[src/rtl/ndn_settings.svh]
// ~~~~~~~~~~~~~~~~~~~~~~~~~~~~~~~~~~~~~~~~~~~~~~~~~~~~~~~~~~
// Sizes for the FIB, shared by the package and the queues
// Prefix width must be a whole multiple of the hash width
// Table size is 2**(len width + hash width) bits
// ~~~~~~~~~~~~~~~~~~~~~~~~~~~~~~~~~~~~~~~~~~~~~~~~~~~~~~~~~~
`ifndef NDN_SETTINGS_SVH
`define NDN_SETTINGS_SVH

// Name prefix in bits
`define NDN_PREFIX_W 64
// Prefix length, 0 to 63 leading bits
`define NDN_LEN_W 6
// Bucket index, 256 buckets per length
`define NDN_HASH_W 8
// Requester face id
`define NDN_TAG_W 4
// Entries per request queue
`define NDN_FIFO_DEPTH 4

`endif

[src/rtl/req_fifo.sv]
// ~~~~~~~~~~~~~~~~~~~~~~~~~~~~~~~~~~~~~~~~~~~~~~~~~~~~~~~~~~
// Request queue with valid/ready on both sides
// in_ready is registered, so it is low during reset
// A push shows at out_valid on the following cycle
// ~~~~~~~~~~~~~~~~~~~~~~~~~~~~~~~~~~~~~~~~~~~~~~~~~~~~~~~~~~
`timescale 1ns/1ps
`default_nettype none

`include "ndn_settings.svh"

module req_fifo #(
    parameter type entry_t = logic
) (
    input  logic   clk,
    input  logic   rst,
    input  logic   in_valid,
    output logic   in_ready,
    input  entry_t in_data,
    output logic   out_valid,
    input  logic   out_ready,
    output entry_t out_data
);
    localparam int DEPTH = `NDN_FIFO_DEPTH;
    localparam int PTR_W = (DEPTH > 1) ? $clog2(DEPTH) : 1;
    localparam int CNT_W = $clog2(DEPTH + 1);
    localparam logic [PTR_W-1:0] LAST_PTR = PTR_W'(DEPTH - 1);
    localparam logic [CNT_W-1:0] FULL_CNT = CNT_W'(DEPTH);

    entry_t            fifo_mem [DEPTH];
    logic [PTR_W-1:0]  wr_ptr;
    logic [PTR_W-1:0]  rd_ptr;
    logic [CNT_W-1:0]  count;
    logic [CNT_W-1:0]  count_nxt;
    logic              push;
    logic              pop;

    assign push = in_valid && in_ready;
    assign pop = out_valid && out_ready;
    assign out_valid = (count != '0);
    assign out_data = fifo_mem[rd_ptr];

    always_comb begin
        case ({push, pop})
            2'b10:   count_nxt = count + 1'b1;
            2'b01:   count_nxt = count - 1'b1;
            default: count_nxt = count;
        endcase
    end

    always_ff @(posedge clk) begin
        if (rst) begin
            wr_ptr   <= '0;
            rd_ptr   <= '0;
            count    <= '0;
            in_ready <= 1'b0;
        end else begin
            if (push) begin
                wr_ptr <= (wr_ptr == LAST_PTR) ? '0 : wr_ptr + 1'b1;
            end
            if (pop) begin
                rd_ptr <= (rd_ptr == LAST_PTR) ? '0 : rd_ptr + 1'b1;
            end
            count    <= count_nxt;
            // Ready follows the occupancy after this edge
            in_ready <= (count_nxt < FULL_CNT);
        end
    end

    always_ff @(posedge clk) begin
        if (push) begin
            fifo_mem[wr_ptr] <= in_data;
        end
    end

    a_count_bound: assert property (
        @(posedge clk) disable iff (rst) count <= FULL_CNT
    ) else $error("queue count above depth");

endmodule

`default_nettype wire

[config.mk]
export PLATFORM = sky130hd
export DESIGN_NAME = req_fifo
export DESIGN_NICKNAME = d
export VERILOG_FILES = /design/src/rtl/req_fifo.sv
export VERILOG_INCLUDE_DIRS = /design/src /design/src/rtl
export SDC_FILE = /design/constraint.sdc
export NUM_CORES = 1
export LEC_CHECK = 0
export BUFFER_PORTS_ARGS = -buffer_cell sky130_fd_sc_hd__buf_2
export CELL_PAD_IN_SITES_DETAIL_PLACEMENT = 1
export CELL_PAD_IN_SITES_GLOBAL_PLACEMENT = 1
export CORE_MARGIN = 4
export CORE_UTILIZATION = 42
export DETAILED_ROUTE_END_ITERATION = 7
export PLACE_DENSITY_LB_ADDON = 0.15
export SYNTH_ARGS = -nofsm -noshare
export SYNTH_HDL_FRONTEND = slang
export SYNTH_SLANG_ARGS = --single-unit
[constraint.sdc]
create_clock -name clk -period 2.48 [get_ports clk]
set_clock_uncertainty 0.05 [all_clocks]
set_input_delay 0.124 -clock clk [delete_from_list [all_inputs] [get_ports clk]]
set_output_delay 0.124 -clock clk [all_outputs]
set_load 0.05 [all_outputs]
### Yosys cells after proc, flatten, opt, wreduce, memory -nomap -nowiden

Memory sizes are Yosys's and may differ from the RTL's. A register that Yosys moved wholly into a read port is not among the register bits.
Index checks and enable logic that the tools add are counted.

| storage, ports and cells | value |
|---|---|
| flip-flop bits (word level) | 8 |
| memories | 1 |
| memory bits (writable) | 4 |
| output and inout bits | 3 |

| operators by class | value |
|---|---|
| equal/unequal tests | 4 |
| order comparisons | 1 |
| multiplexer cells | 7 |
| add/subtract/negate cells | 4 |
| reductions and logical operators | 3 |

Memory list:

| memory | words | width | rd ports | clocked after memory_dff | write ports | RTL line | text |
|---|---|---|---|---|---|---|---|
| fifo_mem | 4 | 1 | 1 | 1 | 1 | req_fifo.sv:29 | `entry_t fifo_mem [DEPTH];` |

Operators with widths:

| operator | number |
|---|---|
| 2-to-1 mux 2 bit | 4 |
| equality test 2 bit, second input constant | 3 |
| case mux 3 bit (2 select lines) | 1 |
| adder 2 x 1 -> 2 bit, second input constant | 2 |
| adder 3 x 1 -> 3 bit, second input constant | 1 |
| < comparator 3 bit, second input constant | 1 |
| nonzero test 3 bit | 1 |
| subtractor 3 x 1 -> 3 bit, second input constant | 1 |
| equality test 2 x 1 -> 1 bit, second input constant | 1 |
| logical AND 1 bit | 2 |
| 2-to-1 mux 1 bit | 2 |

### Longest topological paths before layout

| depth | value |
|---|---|
| word-level depth | 5 |
| mapped depth | 7 |

### Worst setup path before layout

Ideal clock, no wire load.

| path | value |
|---|---|
| path type | register to register |
| from | reg in_ready |
| to | reg with a tool-made name |
| library setup time | 72 ps |
| data arrival time | 1984 ps |
| data required time | 2358 ps |
| setup slack | 374 ps |
| cell stages (with the launch flop) | 7 |
| path through | dfxtp_1 -> nand2_1 -> ha_1 -> fa_1 -> xnor2_1 -> nor2_1 -> mux2i_1 |

RTL lines:

| item | RTL line | text |
|---|---|---|
| start, declared | req_fifo.sv:17 | `output logic in_ready,` |
| start signal, assigned | req_fifo.sv:65 | `in_ready <= (count_nxt < FULL_CNT);` |

### Worst setup path after layout

| path | value |
|---|---|
| from | reg count[1] |
| to | reg in_ready |

| on the way | value |
|---|---|
| longest elaborated chain between the ends | 5 |
| elaborated cells on any way between the ends | 8 |
| those cells by class | add/sub: 2; order compare: 1; eq/ne: 2; mux: 1; reduce/logical: 2 |

Ends and longest elaborated chain:

| item | RTL line | text |
|---|---|---|
| start, declared | req_fifo.sv:32 | `logic [CNT_W-1:0] count;` |
| start signal, assigned | req_fifo.sv:63 | `count <= count_nxt;` |
| branches (longest 3 deep; another with subtractor 3 x 1 -> 3 bit) | -- |  |
| case mux 3 bit (2 select lines) (*) | req_fifo.sv:43 | `case ({push, pop})` |
| < comparator 3 bit (*) | req_fifo.sv:65 |  |

Every way passes the cells marked *.
A chain may end at the register's enable or synchronous reset.

==> flow_metrics.tcl <==
set metrics [dict create \
    status "complete, no violations" \
    start_util 0.4698 \
    clk_pin_slew_worst_paths_ns 0.08 \
    synthTopCellsByArea "dfxtp_1 (31%), edfxtp_1 (19%), ha_1 (12%)" \
    routabilityCongestion 0.6702 \
    leakage_nw 0.3272 \
    ys.warnings.count 0 \
    syn-instance-count 53 \
    drt_iter0_drc 5 \
    powerDensity_mw_per_mm2 1138 \
    port_buffers 7 \
    die_w_um 47.09 \
    final.setup.tns_ns 0 \
    crit_arrival_ns 2.19 \
    postCtsSetupRepairBufs 0 \
    maxCapViolations 0 \
    drt_pass1_iterations 2 \
    slew_headroom 0.8230 \
    nNetsFinal 77 \
    cp.required_ns 2.64 \
    cts-htree-levels 1 \
    pre_cts_ws_ns 0.4416 \
    worst_pin_slew_ns 0.2654 \
    path_cells "o31ai_4 -> inv_1 -> ha_1 -> fa_1 -> xnor2_1 -> nor2_1 -> mux2i_1" \
    clkLatencyLatePin_ns 0.27 \
    fmax_ghz 0.4911 \
    die_h_um 47.09 \
    ios 8 \
    core_mm2 0.001366 \
    rsz0062_at_grt "no" \
    fin_cells 79 \
    vdd_ir_drop_max_mv 0.5170 \
    drv_slew 0 \
    synthesis.nets 65 \
    place_inst 75 \
    antenna_found_initial 0 \
    yosysTopAreaCellShare 0.3119 \
    cts_tree "built" \
    clkSinkCount 14 \
    slowest_stage "fa_1" \
    period_minus_slack_ns 2.036 \
    drt_wl_total_um 1054 \
    mappedNetlistArea_um2 641.9 \
    place_hpwl_um 867.9 \
    crit_type "flop to flop" \
    avgViaCountPerCell 5.127 \
    postSynthAreaPerCell_um2 12.11 \
    syn_to_final_growth_pct 12.48 \
    wl_per_cell_um 13.34 \
    hold_class "input port to flop" \
    die_area_mm2 0.002217 \
    yosysTopAreaCell "dfxtp_1" \
    end_kind "flop" \
    nFillCells 159 \
    synthFlopType "dfxtp_1" \
    cts_inserted_buffers 3 \
    cts_buffer_depth 2 \
    ys_seq_elements 14 \
    post_cts_resized 0 \
    layout-drive-gt1-share 0.2344 \
    cts_hold_buf 0 \
    setup_viol 0 \
    ant_nets 0 \
    ys_seq_area_frac 0.4990 \
    overflow 0 \
    grt_pass1_wl_um 1821 \
    hold_viol 0 \
    diodes 0 \
    synth-async-reset-ratio 0 \
    synth_enable_flop_cells 4 \
    cts_root_buf "clkbuf_4" \
    crit_fanout 4 \
    crit_path_start_kind "flop" \
    vias 405 \
    grt_pass1_vias 403 \
    max_stage_delay_ns 0.39 \
    synth.distinct_cells 20 \
    gr-usage-all-layers 0.1229 \
    finalWorstSetupSlack_ns 0.4437 \
    drc_errors 0 \
    grt_max_degree 9 \
    rows 13 \
    fin_crit_sh 0.8211 \
]
## critical path: cells and delay by family, from the launching register on
kind | cells | cell delay (ns)
xor gates and xnor gates | 1 | 0.13
and+or+nand+nor | 1 | 0.18
muxes | 1 | 0.21
AOI/OAI and AO/OA | 1 | 0.33
buffers and inverters | 1 | 0.08
DFF | 1 | 0.37
adders and majority gates | 2 | 0.61
## kinds of logic (layout without fill, tap and decap cells)
family,after synthesis,after routing,share of synthesized area
flops,14,14,0.4990
compound gates,3,3,0.05458
fa+ha+maj,7,7,0.1481
simple gates,18,18,0.1404
xor+xnor,2,2,0.02730
mux,6,6,0.1131
buf+inv,3,14,0.01754
## path summary, 6_finish.rpt
kind / startpoint / endpoint / slack [ns] / depth (start not counted)
max: count[1] / in_ready / 0.44 / 7
min: in_data / fifo_mem[1] / 0.02 / 1
max reg2reg: count[1] / in_ready / 0.44 / 7
min reg2reg: rd_ptr[0] / flop / 0.45 / 2
## routing by layer
metal,GRT usage,part of all wire,vias up
li1,-,-,205
met1,0.1502,0.46,194
met2,0.1951,0.49,6
met3,0.05747,0.046,0
met4,0.03315,0,0
met5,0,0,-
## report_power, final
group	internal, mW	switching (mW)
Combinational	0.138	0.209
Clock	0.0583	0.0687
Sequential	0.288	0.0591
Total	0.484	0.337
## synth_stat cells, types with 3 or more instances
cell type and instances:
inv_1 3, mux2i_1 5, and3_1 4, dfxtp_1 10, edfxtp_1 4, nor2_1 6
nand2_1 3, ha_1 6
## per-stage QoR
step                      power (mW)  hold WS, ns  instance area [um^2]  utilization
after floorplan               0.6235       0.1410                 641.9            -
after global routing          0.8821      0.01190                 721.9       0.5284
after detailed placement      0.7032       0.3102                 695.7       0.5092
after global placement        0.6889       0.2924                 695.7       0.5092
final                         0.8216      0.01882                 721.9       0.5284
after CTS                     0.8365      0.01611                 721.9       0.5284
## area by class of cell
type	instances	area [um^2]	area share
multi-input combinational	36	310.3	0.4298
inverter	3	11.26	0.01560
clock buffer	3	22.52	0.03120
clock inverter	1	3.754	0.005199
timing repair buffer	7	35.03	0.04853
sequential	14	320.3	0.4437
tap	15	18.77	0.02600
## layout by cell type, fill, tap and decap left out
cell	Yosys	layout
mux2i_1	5	5
clkinv_1	0	1
dfxtp_1	10	10
and3_1	4	4
nand2b_1	1	1
ha_1	6	6
edfxtp_1	4	4
o31ai_4	1	1
a21oi_1	1	1
or3_1	1	1
nand3_1	1	1
or3_2	1	1
buf_2	0	7
xnor2_1	1	1
a21oi_2	1	1
or2_2	1	1
nor2_1	6	6
xor2_1	1	1
nand2_1	3	3
mux4_2	1	1
clkbuf_4	0	3
fa_1	1	1
inv_1	3	3
Note: power is estimated with default switching activity, not from simulation.
