## src/rtl/ndn_settings.svh

```systemverilog
// ~~~~~~~~~~~~~~~~~~~~~~~~~~~~~~~~~~~~~~~~~~~~~~~~~~~~~~~~~~
// Sizes for the FIB, shared by the package and the queues
// Prefix width must be a whole multiple of the hash width
// Table size is 2**(len width + hash width) bits
// ~~~~~~~~~~~~~~~~~~~~~~~~~~~~~~~~~~~~~~~~~~~~~~~~~~~~~~~~~~
`ifndef NDN_SETTINGS_SVH
`define NDN_SETTINGS_SVH

// Name prefix in bits
`define NDN_PREFIX_W 64
// Prefix length, 0 to 63 leading bits
`define NDN_LEN_W 6
// Bucket index, 256 buckets per length
`define NDN_HASH_W 8
// Requester face id
`define NDN_TAG_W 4
// Entries per request queue
`define NDN_FIFO_DEPTH 4

`endif

```

## src/rtl/ndn_pkg.sv

```systemverilog
// ~~~~~~~~~~~~~~~~~~~~~~~~~~~~~~~~~~~~~~~~~~~~~~~~~~~~~~~~~~
// Types shared across the FIB
// Field order of the queue entries is fixed, prefix on top
// ~~~~~~~~~~~~~~~~~~~~~~~~~~~~~~~~~~~~~~~~~~~~~~~~~~~~~~~~~~
`default_nettype none

`include "ndn_settings.svh"

package ndn_pkg;

    typedef logic [`NDN_PREFIX_W-1:0] prefix_t;
    typedef logic [`NDN_LEN_W-1:0]    len_t;
    typedef logic [`NDN_HASH_W-1:0]   hash_t;
    typedef logic [`NDN_TAG_W-1:0]    tag_t;

    // Insert queue entry, 70 bits
    typedef struct packed {
        prefix_t prefix;
        len_t    len;
    } fib_key_t;

    // Lookup queue entry, 74 bits
    typedef struct packed {
        prefix_t prefix;
        len_t    len;
        tag_t    tag;
    } fib_lkp_t;

endpackage

`default_nettype wire

```

## src/rtl/prefix_hash.sv

```systemverilog
// ~~~~~~~~~~~~~~~~~~~~~~~~~~~~~~~~~~~~~~~~~~~~~~~~~~~~~~~~~~
// Masks a prefix to its leading bits and folds it to a hash
// Both results appear one cycle after the inputs
// Length 0 gives the all-zero default route
// ~~~~~~~~~~~~~~~~~~~~~~~~~~~~~~~~~~~~~~~~~~~~~~~~~~~~~~~~~~
`timescale 1ns/1ps
`default_nettype none

module prefix_hash (
    input  logic             clk,
    input  logic             rst,
    input  ndn_pkg::prefix_t hash_prefix,
    input  ndn_pkg::len_t    hash_len,
    output ndn_pkg::hash_t   hash_value,
    output ndn_pkg::prefix_t masked_prefix
);
    import ndn_pkg::*;

    localparam int HASH_W = $bits(hash_t);
    localparam int N_CHUNK = $bits(prefix_t) / HASH_W;
    localparam prefix_t ALL_ONES = '1;

    prefix_t mask_c;
    prefix_t masked_c;
    hash_t   fold_c;

    always_comb begin
        // Top len bits kept, a shift by 0 keeps none
        mask_c = ~(ALL_ONES >> hash_len);
        masked_c = hash_prefix & mask_c;
        // Seed with the length so equal masks at other lengths spread out
        fold_c = hash_t'(hash_len);
        for (int i = 0; i < N_CHUNK; i++) begin
            fold_c = fold_c ^ masked_c[i*HASH_W +: HASH_W];
        end
    end

    always_ff @(posedge clk) begin
        if (rst) begin
            hash_value    <= '0;
            masked_prefix <= '0;
        end else begin
            hash_value    <= fold_c;
            masked_prefix <= masked_c;
        end
    end

endmodule

`default_nettype wire

```

## config.mk

```make
export PLATFORM = sky130hd
export DESIGN_NAME = prefix_hash
export DESIGN_NICKNAME = d
export VERILOG_FILES = /design/src/rtl/ndn_pkg.sv /design/src/rtl/prefix_hash.sv
export VERILOG_INCLUDE_DIRS = /design/src /design/src/rtl
export SDC_FILE = /design/constraint.sdc
export NUM_CORES = 1
export LEC_CHECK = 0
export BUFFER_PORTS_ARGS = -buffer_cell sky130_fd_sc_hd__buf_4
export CAP_MARGIN = 0
export CORE_MARGIN = 10
export CORE_UTILIZATION = 54
export DETAILED_ROUTE_END_ITERATION = 12
export GPL_TIMING_DRIVEN = 0
export MAX_ROUTING_LAYER = met4
export PLACE_DENSITY = 0.95
export SLEW_MARGIN = 10
export SYNTH_ARGS = -nofsm -noshare
export SYNTH_HDL_FRONTEND = slang
export SYNTH_SLANG_ARGS = --single-unit
```

## constraint.sdc

```tcl
create_clock -name clk -period 4.4 [get_ports clk]
set_input_delay 0.22 -clock clk [delete_from_list [all_inputs] [get_ports clk]]
set_output_delay 0.22 -clock clk [all_outputs]
set_load 0.1 [all_outputs]
```

### Yosys cells after proc, flatten, opt, wreduce, memory -nomap -nowiden

Cells that the tools add are included.

* register bits after elaboration: 72
* bits in latches: 0
* bits in writable memories: 0
* ROM bits: 0
* bits of input ports: 72
* output and inout bits: 72
* word-level logic and storage cells: 13
* memories: 0

* add/subtract/negate cells: 0
* multiply operators: 0
* divide/modulo/power cells: 0
* order comparisons: 0
* eq/ne operators: 0
* shifts and indexed selects: 1
* muxes and demuxes: 0
* bitwise logic cells: 10
* reductions and logical operators: 0

Operators by type and width (number)
* bitwise AND 64 bit: 1
* inverter 64 bit: 1
* >> shifter 64 x 6 -> 64 bit (first input constant): 1
* XOR 8 bit: 7
* XOR 6 x 8 -> 8 bit: 1

### Longest topological paths before layout

* word-level depth: 11
* gate-level depth with buffers: 10
* depth with buffers taken out: 6

### Worst setup path before layout

Ideal clock, no wire load.

* kind: input port to flip-flop
* start point: input port hash_len[1]
* end point: register hash_value[5]
* library setup time: 128 ps
* data arrival time: 1631 ps
* required time: 4272 ps
* slack: 2641 ps
* cell stages on the path: 7
* path buffers: 1
* cell sequence: buf_6 -> a211o_1 -> nand3_2 -> mux2_1 -> o221a_1 -> xnor3_1 -> nor2_1

* word-level cells in the longest chain between the ends: 11

Ends and longest elaborated chain
* start: declaration: RTL line prefix_hash.sv:13 `input ndn_pkg::len_t hash_len,`
* >> shifter 64 x 6 -> 64 bit *: RTL line prefix_hash.sv:29 `mask_c = ~(ALL_ONES >> hash_len);`
* inverter 64 bit *: RTL line prefix_hash.sv:29
* bitwise AND 64 bit *: RTL line prefix_hash.sv:30 `masked_c = hash_prefix & mask_c;`
* XOR 6 x 8 -> 8 bit: RTL line prefix_hash.sv:34 `fold_c = fold_c ^ masked_c[i*HASH_W +: HASH_W];`
* XOR 8 bit (6 in series): RTL line prefix_hash.sv:34
* XOR 8 bit *: RTL line prefix_hash.sv:34
* end signal: assignment: RTL line prefix_hash.sv:43 `hash_value <= fold_c;`
* end: declaration: RTL line prefix_hash.sv:14 `output ndn_pkg::hash_t hash_value,`

Mark *: on every way between the ends. The rest lies on a longest branch, timed or not.
A chain may end at the register's enable or synchronous reset.

### Final worst setup path

* start point: input port hash_len[5]
* end point: register masked_prefix[7]

* word-level cells in the longest chain between the ends: 3

Ends and longest elaborated chain
* >> shifter 64 x 6 -> 64 bit: RTL line prefix_hash.sv:29
* inverter 64 bit: RTL line prefix_hash.sv:29
* bitwise AND 64 bit: RTL line prefix_hash.sv:30
* end signal: assignment: RTL line prefix_hash.sv:44 `masked_prefix <= masked_c;`
* end: declaration: RTL line prefix_hash.sv:15 `output ndn_pkg::prefix_t masked_prefix`

Every way passes these cells.

==> impl_metrics.ini <==
[clocking]
post_cts_buffers = 0
root_buffer = clkbuf_8
cts.sink_count = 71
cts_tree = yes
ctsHoldBuffers = 0
cts_buffers = 9
clk_path_buf_depth = 2
clk_pin_slew_ps = 80
cts_repair_resize_count = 0
cts-htree-levels = 3

[grt]
grt_pass1_wl_um = 26200
gr-total-overflow = 0
grt_start_max_net_pins = 14
grt_pass1_vias = 4566
grt_util_all_layers_pct = 30.3
antenna_found_initial = 0

[drt]
drc = 0
drtIter0Drc = 430
drtAntennaViolNets = 0
num_vias = 4519
post_drt_wl_per_cell_um = 24.4
drtPass1Iterations = 5
routed_wl_um = 17300
viasPerCell = 6.37

[worst_hold_path]
hold_depth = 2
hp-class = input pin to flip-flop

[run]
drv_cap = 0

[place]
dpl.cell_count = 693
gp_congestion = 1.04
dpl_cell_area_sq_mm = 0.00511
port_buffers = 137
place_hpwl_um = 12600

[worst_setup_path]
crit_buf_inv = 4
critPathArrivalTime_ps = 2210
criticalPathCategory = input pin to flip-flop
critPathLaunchType = input pin
worstPathMaxFanout = 10
path_depth = 7
required_ps = 4710
crit_chain = buf_4 -> buf_2 -> buf_4 -> buf_2 -> nand2b_1 -> nor2_1 -> and3_1
end_kind = flip-flop
cpPeakStageDelay_ps = 630
cp_slowest_cell = nor2_1
cp_top_family = simple AND/OR/NAND/NOR gates

[sta]
tightest_slew_ps = 995
rsz0062_at_grt = false
fmax_mhz = 526
tns_ps = 0
finalHoldViolCount = 0
post-route-period-util_pct = 43.2
slew_headroom_pct = 33.4
maxSlewViolCount = 0
min_period_ps = 1900
finalSetupViolCount = 0
whs_ps = 80.7

[layout]
drive_gt1_share_pct = 33.4
nets = 677
regArea_sq_mm = 0.00142
design_area_sq_mm = 0.00533
nFillCells = 503
fin_cells = 709
multiInputGateArea_sq_mm = 0.00221
area_growth_pct = 34.6
antenna_cells = 0

[floorplan]
die_height_um = 106
die_w_um = 106
ioPinCount = 144
die-area_sq_mm = 0.0112
initial_core_util_pct = 55.2
core_sq_mm = 0.00718
row_count = 31

[power]
p_leak_nw = 2.45
power_density_mw_per_mm2 = 380
ir_drop_mv = 0.238

[synthesis]
seq_area_frac_synth_pct = 35.9
ys_types = 67
yosys_warnings = 0
syn_nets = 529
synth-edff-count = 0
synth_ff_type = dfxtp_1
synthesis.area_sq_mm = 0.00396
syn_avg_cell_area_sq_um = 8.67
ys_ff_latch = 71
synthCells = 457
async_reset_ff_share_pct = 0

[status]
status = completed
-- cell usage after synthesis (10+ instances only) --
master | number | area (sq um)
xnor2_1 | 17 | 149
a21oi_1 | 32 | 160
buf_2 | 14 | 70.1
nand2_1 | 31 | 116
o21ai_0 | 19 | 95.1
inv_1 | 10 | 37.5
buf_6 | 11 | 124
dfxtp_1 | 71 | 1420
and3_1 | 15 | 93.8
xor2_1 | 10 | 87.6
nor3b_1 | 14 | 105
nor3_1 | 12 | 60.1
nor2_1 | 36 | 135
nand3b_1 | 10 | 75.1
-- report_power, final --
group	total, W	switching (W)	internal [W]	leakage [nW]
clock	0.000598	0.000278	0.000320	0.110
combinational	0.000735	0.000521	0.000214	1.76
sequential	0.000694	0.0000126	0.000681	0.584
total	0.00203	0.000811	0.00122	2.45
-- metal layers --
metal | global-route usage (%) | routed length [um] | vias to the layer above
met3 | 10.4 | 2120 | 78
met5 | - | 0 | -
li1 | - | - | 1942
met2 | 45.3 | 7830 | 368
met4 | 14.1 | 690 | 0
met1 | 36.0 | 6650 | 2131
-- state kept, by name, summed over array words and instances (netlist names) --
register,cells
masked_prefix,63
hash_value,8
-- layout make-up --
class                           instances  share of cell area (%)
Sequential cell                        71                    26.6
Tap cell                               99                    2.32
Clock buffer                            9                    2.32
Multi-Input combinational cell        333                    41.4
Clock inverter                          7                    1.78
Buffer                                 43                    5.54
Inverter                               10                   0.704
Timing Repair Buffer                  137                    19.3
-- cells by family (layout without fill, tap and decap cells) --
group                      after synthesis  after routing  synth area share (%)
and+or+nand+nor                        165            165                  22.7
AOI/OAI and AO/OA                      132            132                  23.9
DFF                                     71             71                  35.9
buffers and inverters                   53            206                  8.40
xor gates and xnor gates                30             30                  7.67
muxes                                    4              4                  1.07
adders and majority gates                1              1                 0.284
other                                    1              1                0.0946
-- path summary, 6_finish.rpt --
kind	start	to	slack (ps)
min	hash_prefix[16]	masked_prefix[16]	80
max	hash_len[5]	masked_prefix[7]	2500
-- metrics by stage --
| step | setup WS, ps | total power (W) | utilization (%) |
|---|---|---|---|
| floorplan | 2640 | 0.00122 | - |
| global placement | 2150 | 0.00142 | 71.3 |
| detailed placement | 2190 | 0.00143 | 71.3 |
| CTS | 2570 | 0.00201 | 74.3 |
| global route | 2450 | 0.00208 | 74.3 |
| finish | 2500 | 0.00203 | 74.3 |
-- layout by cell type, fill, tap and decap left out, types with 7 or more instances in the layout --
| master | instances |
|---|---|
| a21oi_1 | 32 |
| a31oi_1 | 9 |
| and3_1 | 15 |
| buf_2 | 14 |
| buf_4 | 146 |
| buf_6 | 11 |
| clkbuf_1 | 8 |
| clkbuf_8 | 9 |
| dfxtp_1 | 71 |
| inv_1 | 10 |
| nand2_1 | 31 |
| nand2b_1 | 9 |
| nand3b_1 | 10 |
| nor2_1 | 36 |
| nor3_1 | 12 |
| nor3b_1 | 14 |
| o211a_1 | 8 |
| o21a_1 | 7 |
| o21ai_0 | 19 |
| xnor2_1 | 17 |
| xor2_1 | 10 |
No activity file was read; power rests on OpenSTA's default activity.
