`config.mk`:
```
export PLATFORM = sky130hd
export DESIGN_NAME = fib_ctrl
export DESIGN_NICKNAME = d
export VERILOG_FILES = /design/src/rtl/ndn_pkg.sv /design/src/rtl/fib_ctrl.sv
export VERILOG_INCLUDE_DIRS = /design/src /design/src/rtl
export SDC_FILE = /design/constraint.sdc
export NUM_CORES = 1
export LEC_CHECK = 0
export BUFFER_PORTS_ARGS = -buffer_cell sky130_fd_sc_hd__buf_2
export CORE_AREA = 5 5 154 156
export CTS_CLUSTER_SIZE = 25
export DETAILED_ROUTE_END_ITERATION = 8
export DIE_AREA = 0 0 159 161
export SLEW_MARGIN = 10
export SYNTH_ARGS = -nofsm -noshare
export SYNTH_HDL_FRONTEND = slang
export SYNTH_SLANG_ARGS = --single-unit
```
`constraint.sdc`:
```
create_clock -name clk -period 3.6 [get_ports clk]
set_input_delay 0.36 -clock clk [delete_from_list [all_inputs] [get_ports clk]]
set_output_delay 0.36 -clock clk [all_outputs]
set_load 0.005 [all_outputs]
```
`src/rtl/ndn_settings.svh`:
```
// ~~~~~~~~~~~~~~~~~~~~~~~~~~~~~~~~~~~~~~~~~~~~~~~~~~~~~~~~~~
// Sizes for the FIB, shared by the package and the queues
// Prefix width must be a whole multiple of the hash width
// Table size is 2**(len width + hash width) bits
// ~~~~~~~~~~~~~~~~~~~~~~~~~~~~~~~~~~~~~~~~~~~~~~~~~~~~~~~~~~
`ifndef NDN_SETTINGS_SVH
`define NDN_SETTINGS_SVH

// Name prefix in bits
`define NDN_PREFIX_W 64
// Prefix length, 0 to 63 leading bits
`define NDN_LEN_W 6
// Bucket index, 256 buckets per length
`define NDN_HASH_W 8
// Requester face id
`define NDN_TAG_W 4
// Entries per request queue
`define NDN_FIFO_DEPTH 4

`endif

```
`src/rtl/ndn_pkg.sv`:
```
// ~~~~~~~~~~~~~~~~~~~~~~~~~~~~~~~~~~~~~~~~~~~~~~~~~~~~~~~~~~
// Types shared across the FIB
// Field order of the queue entries is fixed, prefix on top
// ~~~~~~~~~~~~~~~~~~~~~~~~~~~~~~~~~~~~~~~~~~~~~~~~~~~~~~~~~~
`default_nettype none

`include "ndn_settings.svh"

package ndn_pkg;

    typedef logic [`NDN_PREFIX_W-1:0] prefix_t;
    typedef logic [`NDN_LEN_W-1:0]    len_t;
    typedef logic [`NDN_HASH_W-1:0]   hash_t;
    typedef logic [`NDN_TAG_W-1:0]    tag_t;

    // Insert queue entry, 70 bits
    typedef struct packed {
        prefix_t prefix;
        len_t    len;
    } fib_key_t;

    // Lookup queue entry, 74 bits
    typedef struct packed {
        prefix_t prefix;
        len_t    len;
        tag_t    tag;
    } fib_lkp_t;

endpackage

`default_nettype wire

```
`src/rtl/fib_ctrl.sv`:
```
// ~~~~~~~~~~~~~~~~~~~~~~~~~~~~~~~~~~~~~~~~~~~~~~~~~~~~~~~~~~
// Serves one insert or one lookup at a time
// Inserts win over lookups when both are waiting
// Insert is 3 cycles, each lookup probe is 3 cycles
// Nothing is popped while clear_busy or a result is held
// ~~~~~~~~~~~~~~~~~~~~~~~~~~~~~~~~~~~~~~~~~~~~~~~~~~~~~~~~~~
`timescale 1ns/1ps
`default_nettype none

module fib_ctrl (
    input  logic              clk,
    input  logic              rst,
    input  logic              clear_busy,
    input  logic              ins_valid,
    output logic              ins_ready,
    input  ndn_pkg::fib_key_t ins_data,
    input  logic              lkp_valid,
    output logic              lkp_ready,
    input  ndn_pkg::fib_lkp_t lkp_data,
    output ndn_pkg::prefix_t  hash_prefix,
    output ndn_pkg::len_t     hash_len,
    input  ndn_pkg::hash_t    hash_value,
    input  ndn_pkg::prefix_t  masked_prefix,
    output logic              wr_en,
    output ndn_pkg::len_t     wr_len,
    output ndn_pkg::hash_t    wr_hash,
    output logic              rd_en,
    output ndn_pkg::len_t     rd_len,
    output ndn_pkg::hash_t    rd_hash,
    input  logic              rd_bit,
    output logic              res_valid,
    input  logic              res_ready,
    output logic              res_hit,
    output ndn_pkg::len_t     res_len,
    output ndn_pkg::prefix_t  res_prefix,
    output ndn_pkg::tag_t     res_tag
);
    import ndn_pkg::*;

    typedef enum logic [2:0] {
        idle,
        ins_hash,
        ins_write,
        lkp_hash,
        lkp_read,
        lkp_decide,
        result
    } state_t;

    state_t  state;
    prefix_t cur_prefix;
    len_t    cur_len;
    tag_t    cur_tag;
    logic    ins_pop;
    logic    lkp_pop;
    logic    probe_done;

    // Pops only from idle once the sweep is over, insert first
    assign ins_ready = (state == idle) && !clear_busy;
    assign lkp_ready = (state == idle) && !clear_busy && !ins_valid;
    assign ins_pop = ins_valid && ins_ready;
    assign lkp_pop = lkp_valid && lkp_ready;

    // Hash unit sees the held request, stable through read and decide
    assign hash_prefix = cur_prefix;
    assign hash_len = cur_len;

    assign wr_en = (state == ins_write);
    assign wr_len = cur_len;
    assign wr_hash = hash_value;
    assign rd_en = (state == lkp_read);
    assign rd_len = cur_len;
    assign rd_hash = hash_value;
    assign res_valid = (state == result);

    // Stop on a hit or after the miss at length 0
    assign probe_done = rd_bit || (cur_len == '0);

    always_ff @(posedge clk) begin
        if (rst) begin
            state <= idle;
        end else begin
            case (state)
                idle: begin
                    if (ins_pop) begin
                        state <= ins_hash;
                    end else if (lkp_pop) begin
                        state <= lkp_hash;
                    end
                end
                ins_hash:   state <= ins_write;
                ins_write:  state <= idle;
                lkp_hash:   state <= lkp_read;
                lkp_read:   state <= lkp_decide;
                lkp_decide: state <= probe_done ? result : lkp_hash;
                result: begin
                    if (res_ready) begin
                        state <= idle;
                    end
                end
                default:    state <= idle;
            endcase
        end
    end

    always_ff @(posedge clk) begin
        if (ins_pop) begin
            cur_prefix <= ins_data.prefix;
            cur_len    <= ins_data.len;
        end else if (lkp_pop) begin
            cur_prefix <= lkp_data.prefix;
            cur_len    <= lkp_data.len;
            cur_tag    <= lkp_data.tag;
        end
        if (state == lkp_decide) begin
            if (rd_bit) begin
                res_hit    <= 1'b1;
                res_len    <= cur_len;
                res_prefix <= masked_prefix;
                res_tag    <= cur_tag;
            end else if (cur_len == '0) begin
                // Nothing matched, not even the default route
                res_hit    <= 1'b0;
                res_len    <= '0;
                res_prefix <= '0;
                res_tag    <= cur_tag;
            end else begin
                cur_len <= cur_len - 1'b1;
            end
        end
    end

    a_res_stable: assert property (
        @(posedge clk) disable iff (rst)
        (res_valid && !res_ready) |=> (res_valid && $stable(res_hit) && $stable(res_len)
            && $stable(res_prefix) && $stable(res_tag))
    ) else $error("result changed while stalled");

endmodule

`default_nettype wire

```
* Word level (Yosys, flattened, before mapping)
Cells that the tools add are included.
Widths: inputs -> output; s select.
** Storage, ports and cells
- Word-level logic and storage cells :: 51
- Bits in registers :: 152
- Output and inout bits :: 178
** Operators by class
- Add/sub/neg operators :: 1
- Eq/ne operators :: 8
- Reduce and logical (&&, ||, !) cells :: 14
- Bitwise operators :: 1
- Muxes and demuxes :: 19
** Operators with widths (number)
- $mux 64 :: 4
- $mux 6 :: 7
- $pmux 3 s6 :: 1
- $mux 3 :: 4
- $eq 3x3->1 const B :: 3
- $mux 4 :: 2
- $eq 3x2->1 const B :: 2
- $logic_not 6->1 :: 1
- $reduce_and 2->1 :: 3
- $sub 6x1->6 const B :: 1
- $logic_and 1x1->1 :: 4
- $reduce_bool 2->1 :: 2
- $eq 3x1->1 const B :: 1
- $logic_not 3->1 :: 1
- $ne 3x3->1 const B :: 1
- $logic_not 1->1 :: 2
- $ne 2x1->1 const B :: 1
- $logic_or 1x1->1 :: 1
- $mux 1 :: 1
- $not 1->1 :: 1

* Depth between registers and ports, before layout
Gate-level depths: netlist of run 1.
- Depth after elaboration :: 9
- Gate-level depth with buffers :: 8

* Worst setup path before layout of run 1
Ideal clock, no wire load.
- Path type :: register to register
- Start :: reg cur_len[0], in the netlist hash_len[0]
- End :: reg res_hit (enable)
- Period minus slack after synthesis :: 3.240 ns
- Arrival time :: 2.810 ns
- Path slack :: 0.360 ns
- Stages on the path, launching flop included :: 6
- Required time :: 3.170 ns
- Cells stage by stage :: dfxtp_1 inv_1 ha_1 or4b_1 nor2_1 o211a_1
** On the way
- Longest elaborated chain between the ends :: 3
** RTL lines
- from (decl) :: line fib_ctrl.sv:52 : len_t cur_len;
- from (signal assigned) :: line fib_ctrl.sv:109 : cur_len <= ins_data.len;
- from (signal assigned) :: line fib_ctrl.sv:112 : cur_len <= lkp_data.len;
- from (signal assigned) :: line fib_ctrl.sv:128 : cur_len <= cur_len - 1'b1;
- $logic_not 6->1 :: line fib_ctrl.sv:121 : end else if (cur_len == '0) begin
- $reduce_bool 2->1 (no line)
- $reduce_and 2->1 (no line)
- to (signal assigned) :: line fib_ctrl.sv:117 : res_hit <= 1'b1;
- to (signal assigned) :: line fib_ctrl.sv:123 : res_hit <= 1'b0;
- to (decl) :: line fib_ctrl.sv:33 : output logic res_hit,
No other way between the ends.
A chain may end at the register's enable or synchronous reset.

* Final worst setup path of run 1
- Start :: reg cur_len[0], in the netlist hash_len[0]
- End :: reg res_prefix[41] (enable)
** On the way
- Longest elaborated chain between the ends :: 3
** RTL lines
- $logic_not 6->1 :: line fib_ctrl.sv:121
- $reduce_bool 2->1 (no line)
- $reduce_and 2->1 (no line)
- to (signal assigned) :: line fib_ctrl.sv:119 : res_prefix <= masked_prefix;
- to (decl) :: line fib_ctrl.sv:35 : output ndn_pkg::prefix_t res_prefix,
No other way between the ends.

==> results of run 1 <==
-- cells by family (layout without fill, tap and decap cells) --
group           Yosys count  count (layout)
simple gates            106             106
flops                   152             152
buf+inv                  54             419
compound gates           27              27
mux                      67              67
fa+ha+maj                 1               1
xor+xnor                  1               1
-- layout make-up --
type | instances | share of cell area [%]
clock inverter | 14 | 1.48
clock buffer | 18 | 4.66
tap | 285 | 3.87
sequential | 152 | 48.6
inverter | 7 | 0.285
timing repair buffer | 380 | 21.2
multi-input combinational | 202 | 20.0
-- power by group --
group / internal (mW) / total [mW] / switching, mW
combinational: 0.523 / 0.967 / 0.444
clock: 0.969 / 1.74 / 0.767
sequential: 2.17 / 2.31 / 0.136
total: 3.67 / 5.01 / 1.35
-- worst paths after layout --
check                                  from              to  slack [ns]
worst min-delay path            lkp_data[1]      cur_tag[1]        0.12
worst max-delay path            hash_len[0]  res_prefix[41]        1.20
worst min register to register   cur_tag[0]      res_tag[0]        0.42
worst max register to register  hash_len[0]  res_prefix[41]        1.20
-- flip-flops by register name (all words and copies together), names as in the netlist --
name	cells
res_len	6
hash_prefix	64
cur_tag	4
res_hit	1
res_prefix	64
state	3
hash_len	6
res_tag	4
-- synth_stat cells (all sizes together), types with 3 or more instances --
cell | count | area share [%]
and2 | 71 | 6.7
nor2b | 3 | 0.28
nor2 | 11 | 0.62
clkbuf | 10 | 0.56
nand3b | 3 | 0.34
nand2 | 6 | 0.45
a31oi | 3 | 0.28
a22oi | 4 | 0.45
mux2i | 3 | 0.45
o21ai | 5 | 0.49
inv | 7 | 0.39
o22ai | 3 | 0.28
buf | 37 | 4.5
edfxtp | 143 | 64
mux2 | 64 | 14
nand2b | 4 | 0.37
dfxtp | 9 | 2.7
-- worst max-delay path, delay by kind of cell, from the launching register on --
family | cells | cell delay, ns
fa+ha+maj | 1 | 0.20
buf+inv | 2 | 0.42
simple gates | 2 | 0.69
flops | 1 | 0.38
compound gates | 1 | 0.34
-- placed cells by master, fill, tap and decap left out, types with 3 or more instances in the layout --
cell	netlist	layout
inv_6	0	4
o22ai_1	3	3
nand3b_1	3	3
o21ai_0	3	3
clkinvlp_4	0	3
nor2b_1	3	3
nor2_1	11	11
inv_1	6	5
nand2b_1	4	4
a22oi_1	4	4
and2_1	71	71
clkbuf_16	0	17
dfxtp_1	9	9
buf_12	0	3
mux2_4	60	60
mux2_2	4	4
nand2_1	5	5
buf_2	0	376
mux2i_1	3	3
a31oi_1	3	3
edfxtp_1	143	143
-- stage by stage --
stage / worst slack (ns) / utilization, % / cell area (sq um) / std cells
after floorplan: 0.360 / - / 6670 / 408
after global placement: 1.26 / 38.9 / 8650 / 1026
after detailed placement: 1.21 / 38.9 / 8650 / 1026
after CTS: 1.19 / 41.5 / 9210 / 1058
after global routing: 1.04 / 41.5 / 9210 / 1058
final: 1.20 / 41.5 / 9210 / 1058
-- layer usage --
metal | wire [microns] | up-vias
li1 | - | 2172
met1 | 6950 | 2103
met2 | 8970 | 264
met3 | 2150 | 12
met4 | 188 | 0
met5 | 0 | -
==> metrics.txt, run 1 <==
Vert. Die Dim 161 microns; GRT Util Overall 13.6%; final slew viol count 0; Worst Skew 0.0103 ns; Final min period 2.40 ns; Core Area 22,200 sq um; final setup vio count 0; CP Data Required Time 3.67 ns; worst path cell trace inv_1 > ha_1 > or4b_1 > nor2_1 > o211a_4 > buf_12; syn_nets 632; worst min-delay path class in2reg; PnR Total Power 5.01 mW; CTS tree done; P_leak 4.16 nW; CP max stage cell or4b_1; initial drt markers 243; Clock Latency Late Sink 0.41 ns; Initial Util 30.0%; Register-to-Register Path Depth 6; H-Tree Depth 4; Vias 4,551; placement row count 55; Detailed Routing Iterations Pass 1 4; largest family of logic cells by synthesized area multiplexers; DR vias/cell 4.30; Total Die Area 25,600 sq um; slew margin rel. 65.5%; prevailing post-synth register cell edfxtp_1; max cap viols 0; Least-Margin Pin Slew 0.518 ns; CP endpoint kind register; Worst VDD drop 287 uV; first-pass GRT wire length 27,400 microns; Antenna Cells 0; Seq/Total Area, Yosys 67.1%; post-synthesis compound-gate area fraction 2.91%; Synth Instances 408; Crit path arrival time 2.47 ns; Synth Area in Simple Gates 9.64%; cts repair resizes 0; Routed WL per cell 17.3 microns; CTS Buf Count 17; GRT Max-Usage Layer met2; Antenna Nets Post-Route 0; Reg clk slew, reported paths 0.07 ns; critical path launch point type register; Peak Freq 0.417 GHz; largest net degree at the start of global routing 72; met3 usage 6.71%; Cell variety after synth 40; P&R area growth vs syn 38.1%; P per Cell Area 544 nW/um^2; synthesized-area fraction occupied by xor and xnor cells 0.131%; die width 159 microns; Storage cell area 4470 sq um; # DRC 0; final hold vios 0; number of global-route vias before repair 4,740; area occupied by multi-input gates 1840 sq um; M1 GR Usage 15.2%; Setup Buffers After CTS 0; Worst path max stage delay 0.51 ns; Post-synth EDFFs 143; Post-Synth Adder-Cell Area 0.188%; WL final 18,300 microns; clk buf depth 2; part of the cycle the worst path needs 66.6%; Syn Std Cell Area 6670 sq um; layout cell share with drive strength beyond 1 62.4%; RD Place Congestion 0.817; Synth Register Bits 152; root buffer cell clkbuf_16; M2 GR Usage 23.1%; total clock sinks 152; crit-path max FO 59; port bufs 376; Crit Path Category reg2reg; CTS Hold Buffers Added 0; outcome finished clean; Nets 984; RSZ-0062 raised after global routing false; Final HPWL DP 14,200 microns; worst-case hold slack 0.125 ns; Fin Setup TNS 0 ns; fillers 2,101; mux contribution to synthesized area 14.6%; Hold Crit Depth 1; ys async rst share 0%; Mapped Avg Cell Area 16.4 sq um; Congestion Overflow GR 0; Ys Warns 0; IO Pins 401; initial antenna violation count 0
(Power assumes the default switching activity.)
==> run 2, diff against run 1 <==
==> constraint.sdc (replaced) <==
create_clock -name clk -period 2.2 [get_ports clk]
set_input_delay 0.22 -clock clk [delete_from_list [all_inputs] [get_ports clk]]
set_output_delay 0.22 -clock clk [all_outputs]
set_load 0.005 [all_outputs]
==> run 2 against run 1 <==
Net effect:
- first-iteration DRC count shrank 43%
- sequential share of layout area shrank 1.3 points
- critical path depth is the same
- clock power grew 70%
- wire length grew 3.6%
- non-clock buffer count grew 20
- die area is the same
- power grew 69%
- register-to-register slack lost 1.0 ns
- setup slack lost 1.0 ns
- largest cell class unchanged
- largest power group unchanged
- highest routed layer unchanged
==> metrics.txt, run 2 (synthesis results as in run 1) <==
outcome finished clean; worst path cell trace inv_2 > ha_4 > or4b_4 > nor2_4 > o211a_4 > buf_12; number of global-route vias before repair 4,914 (+3.7%); root buffer cell clkbuf_16; RR Startpoint hash_len[1]; Worst Skew 0.0116 ns (+0.00133 ns); Final HPWL DP 14,800 microns (+4.5%); Crit path arrival time 2.16 ns (-0.31 ns); sw power 2.28 mW (+69%); Internal 6.21 mW (+69%); final slew viol count 0 (unchanged); part of the cycle the worst path needs 93.1% (+26 points); placement row count 55 (unchanged); Worst path top cell family by delay simple AND/OR/NAND/NOR gates; commonest non-fill, non-tap cell in the layout buf_2; P per Cell Area 896 nW/um^2 (+65%); hold_sp masked_prefix[11]; Vias 4,657 (+2.3%); crit-path max FO 21 (-64%); Reg clk slew, reported paths 0.07 ns (about the same); Congestion Overflow GR 0 (unchanged); Final min period 2.05 ns (-0.351 ns); Initial Util 30.0% (unchanged); Nets 1,004 (+2.0%); CP max stage cell or4b_4; Net Sw Frac 26.8% (-0.054 points); final std cells w/o fill 1,079 (+2.0%); WL final 18,900 microns (+3.6%); Crit Path Category reg2reg; Combinational Power Share 21.2% (+1.9 points); RD Place Congestion 0.802 (-1.9%); port bufs 376 (unchanged); Least-Margin Pin Slew 0.482 ns (-0.0358 ns); Clock Latency Late Sink 0.41 ns (about the same); initial drt markers 138 (-43%); Detailed Routing Iterations Pass 1 4 (unchanged); clk buf depth 2 (unchanged); worst-case hold slack 0.0855 ns (-0.0393 ns); # DRC 0 (unchanged); R2R setup slack 0.15 ns (-1.05 ns); IO Pins 401 (unchanged); CP bufs+invs 2 (unchanged); first-pass GRT wire length 28,700 microns (+4.7%); final setup vio count 0 (unchanged); layout cell share with drive strength beyond 1 63.8% (+1.4 points); slew margin rel. 67.8% (+2.3 points); CP Data Required Time 2.31 ns (-1.36 ns); PnR Total Power 8.49 mW (+69%); Hold Crit Depth 2 (+1); P&R area growth vs syn 42.0%; CP endpoint kind register; Peak Freq 0.488 GHz (+17%); Fin Setup TNS 0 ns (unchanged); CTS tree done; dpl cell area 8830 sq um (+2.1%); Antenna Nets Post-Route 0 (unchanged); DR vias/cell 4.32 (+0.34%); Register-to-Register Path Depth 6 (unchanged); initial antenna violation count 2 (+2); reg-to-reg endpoint res_prefix[53]; largest net degree at the start of global routing 58 (-19%); Vert. Die Dim 161 microns (unchanged); clock share of power 34.8% (+0.2 points); worst min-delay path class in2reg; Worst VDD drop 442 uV (+54%); Core Area 22,200 sq um (unchanged); dpl cells 1,041 (+1.5%); area occupied by multi-input gates 1870 sq um (+1.7%); Worst path max stage delay 0.50 ns (about the same); CTS Buf Count 17 (unchanged); fillers 2,118 (+0.81%); total clock sinks 152 (unchanged); Routed WL per cell 17.5 microns (+1.6%); critical path launch point type register; most frequent cells in the layout 376 x buf_2, 143 x edfxtp_1, 71 x and2_1, 60 x mux2_4, 17 x clkbuf_16; H-Tree Depth 4 (unchanged); Layout Cell Area excl Fill 9480 sq um (+2.9%); Sequential Power Share 44.0% (-2.1 points); final hold vios 0 (unchanged); die width 159 microns (unchanged); hold endpoint res_prefix[11]; Storage cell area 4480 sq um (+0.17%); max cap viols 0 (unchanged); P_leak 4.27 nW (+2.6%); Total Die Area 25,600 sq um (unchanged); GRT Util Overall 14.4% (+0.81 points); RSZ-0062 raised after global routing false
==> run 2: power by group through the flow <==
stage	clock network, mW	registers [mW]	logic, mW
3_3_place_gp	0	3.79	1.81
2_1_floorplan	0	3.83	1.10
3_5_place_dp	0	3.80	1.84
5_1_grt	3.18	3.77	1.98
6_report	2.95	3.74	1.80
4_1_cts	3.04	3.74	1.85
==> run 2: through the flow <==
stage / util, % / worst slack [ns]
floorplan: - / -0.0763
finish: 42.6 / 0.152
CTS: 42.6 / 0.126
global route: 42.6 / 0.0643
detailed placement: 39.7 / 0.124
global placement: 39.7 / 0.151
==> run 2: layout make-up <==
class / instances / area share (%)
diodes: 2 / 0.0528
clock buffers: 17 / 4.49
clock inverters: 14 / 1.74
inverters: 7 / 0.343
multi-input cells: 202 / 19.8
flip-flops and latches: 152 / 47.3
well taps: 285 / 3.76
repair buffers: 400 / 22.6
==> run 2: metal layers <==
| layer | GRT usage [%] | vias to the layer above | share of wire, % |
|---|---|---|---|
| li1 | - | 2210 | - |
| met1 | 16.5 | 2164 | 38 |
| met2 | 23.7 | 264 | 49 |
| met3 | 7.09 | 19 | 11 |
| met4 | 4.65 | 0 | 1.6 |
| met5 | 0 | - | 0 |
==> run 2: repair_timing <==
item                      in CTS  in global routing
hold endpoints to repair       5                  0
resized for setup              0                  0
hold buffers                   5                  0
buffers inserted               0                  0
==> run 2: how the worst max path moves through the flow <==
| stage | startpoint | end | slack (ns) | cells past startpoint |
|---|---|---|---|---|
| 6_report | hash_len[1] | res_prefix[53] | 0.15 | 6 |
| 3_5_place_dp | clear_busy | hash_prefix[12] | 0.12 | 6 |
| 4_1_cts | hash_len[1] | res_prefix[62] | 0.13 | 6 |
| 3_3_place_gp | clear_busy | hash_prefix[27] | 0.15 | 6 |
| 5_1_grt | hash_len[1] | res_prefix[62] | 0.06 | 6 |
| 2_1_floorplan | state[1] | hash_len[2] | -0.08 | 8 |
==> run 3, diff against run 2 <==
--- a/config.mk
+++ b/config.mk
@@ -8,6 +8,7 @@
 export LEC_CHECK = 0
 export BUFFER_PORTS_ARGS = -buffer_cell sky130_fd_sc_hd__buf_2
 export CORE_AREA = 5 5 154 156
+export CTS_BUF_LIST = sky130_fd_sc_hd__clkbuf_4
 export CTS_CLUSTER_SIZE = 25
 export DETAILED_ROUTE_END_ITERATION = 8
 export DIE_AREA = 0 0 159 161
==> run 3 against run 2 <==
Net effect:
- clock skew rose by 0.010 ns
- sequential cell count did not move
- count of clock-buffer cells in the layout did not move
- final area rose by 18%
- largest power group unchanged
- die area did not move
- via count rose by 18%
- global-route usage rose by 2.7 points
- clock power fell by 39%
- power fell by 9.6%
- hold slack got worse by 0.0054 ns
- sequential power barely moved
==> metrics.txt, run 3 (synthesis results as in run 1) <==
WL final 22,100 microns (+17%); final hold vios 0 (unchanged); root buffer cell clkbuf_4; P per Cell Area 687 nW/um^2 (-23%); placement row count 55 (unchanged); Vert. Die Dim 161 microns (unchanged); crit-path max FO 43 (+100%); CTS Buf Count 17 (unchanged); critical path launch point type input pin; clk buf depth 2 (unchanged); Initial Util 30.0% (unchanged); RD Place Congestion 0.802 (unchanged); Vias 5,473 (+18%); dpl cells 1,041 (unchanged); PnR Total Power 7.67 mW (-9.6%); Storage cell area 4480 sq um (unchanged); final slew viol count 0 (unchanged); total clock sinks 152 (unchanged); Total Die Area 25,600 sq um (unchanged); slew margin rel. 66.8% (-1.0 points); port bufs 376 (unchanged); Crit path arrival time 2.42 ns (+0.26 ns); CTS tree done; P&R area growth vs syn 67.4%; first-pass GRT wire length 34,700 microns (+21%); layout cell share with drive strength beyond 1 51.1% (-13 points); outcome finished clean; worst min-delay path class in2reg; initial drt markers 171 (+24%); number of global-route vias before repair 6,139 (+25%); Crit Path Category in2reg; commonest non-fill, non-tap cell in the layout buf_2; largest net degree at the start of global routing 58 (unchanged); IO Pins 401 (unchanged); # DRC 0 (unchanged); Nets 1,203 (+20%); worst-case hold slack 0.0800 ns (-0.00541 ns); DR vias/cell 4.28 (-0.78%); Final min period 2.15 ns (+0.0972 ns); Worst path max stage delay 0.58 ns (+0.08 ns); Antenna Nets Post-Route 0 (unchanged); CP max stage cell or4_4; Worst Skew 0.0219 ns (+0.0103 ns); initial antenna violation count 2 (unchanged); Congestion Overflow GR 0 (unchanged); die width 159 microns (unchanged); Core Area 22,200 sq um (unchanged); H-Tree Depth 4 (unchanged); area occupied by multi-input gates 1870 sq um (unchanged); most frequent cells in the layout 376 x buf_2, 203 x dlygate4sd3_1, 143 x edfxtp_1, 71 x and2_1, 60 x mux2_4; Clock Latency Late Sink 0.54 ns (+0.13 ns); GRT Util Overall 17.1% (+2.7 points); final std cells w/o fill 1,278 (+18%); part of the cycle the worst path needs 97.5% (+4.4 points); CP endpoint kind register; worst path cell trace dlygate4sd3_1 > buf_2 > or4_4 > inv_4 > nand2_4 > buf_12 > mux2_4; CP Data Required Time 2.48 ns (+0.17 ns); RSZ-0062 raised after global routing false; Peak Freq 0.466 GHz (-4.5%); cts repair resizes 0 (unchanged); final setup vio count 0 (unchanged); Routed WL per cell 17.3 microns (-1.4%); fillers 1,887 (-11%); Detailed Routing Iterations Pass 1 4 (unchanged); Least-Margin Pin Slew 0.497 ns (+0.0155 ns); Reg clk slew, reported paths 0.13 ns (+0.06 ns); Final HPWL DP 14,800 microns (unchanged); max cap viols 0 (unchanged); P_leak 4.97 nW (+17%); Worst VDD drop 308 uV (-30%)
run 3: cell count changes in the layout (fill, tap and decap cells not counted), sizes merged:
cell	previous run	this run
dlygate4sd3	5	203
buf	395	396
run 3: path summary, 6_finish.rpt:
check,start,endpoint,slack (ns),depth (start not counted)
worst max-delay path,clear_busy,hash_prefix[8],0.05,7
worst min-delay path,lkp_data[4],hash_len[0],0.08,5
worst max register to register,hash_len[0],state[2],0.11,7
worst min register to register,cur_tag[3],res_tag[3],0.43,0
run 3: final cells by class:
class                   instances  area share, %
diodes                          2         0.0448
clock buffers                  17           1.14
clock inverters                14           1.48
inverters                       7          0.291
multi-input cells             202           16.8
flip-flops and latches        152           40.1
well taps                     285           3.19
repair buffers                599           36.9
run 3: metrics by stage:
step | setup WS (ns) | cell area, sq um | util (%) | setup TNS, ns
after global routing | 0.000337 | 11200 | 50.2 | 0
after CTS | 0.0866 | 11100 | 50.1 | 0
after detailed placement | 0.124 | 8830 | 39.7 | 0
after global placement | 0.151 | 8830 | 39.7 | 0
final | 0.0548 | 11200 | 50.2 | 0
after floorplan | -0.0763 | 6730 | - | -1.60
run 3: worst max-delay path, delay by kind of cell:
kind                   cells  cell delay [ns]
and+or+nand+nor            2             0.71
muxes                      1             0.34
buffers and inverters      4             1.10
run 3: power by group:
| group | switching [mW] | leakage (nW) | internal (mW) |
|---|---|---|---|
| combinational | 0.941 | 3.43 | 1.20 |
| sequential | 0.167 | 1.39 | 3.56 |
| clock | 1.11 | 0.149 | 0.699 |
| total | 2.21 | 4.97 | 5.46 |
run 3: repair_timing:
action,in CTS,in global routing
endpoints found under the setup margin,0,1
hold buffers,202,1
hold endpoints to repair,136,1
setup buffers,0,1
run 3: layer usage:
metal | GRT usage [%] | vias up | wire length [microns]
li1 | - | 2606 | -
met1 | 19.0 | 2554 | 8360
met5 | 0 | - | 0
met2 | 29.1 | 284 | 11200
met4 | 6.24 | 0 | 454
met3 | 7.48 | 29 | 2100
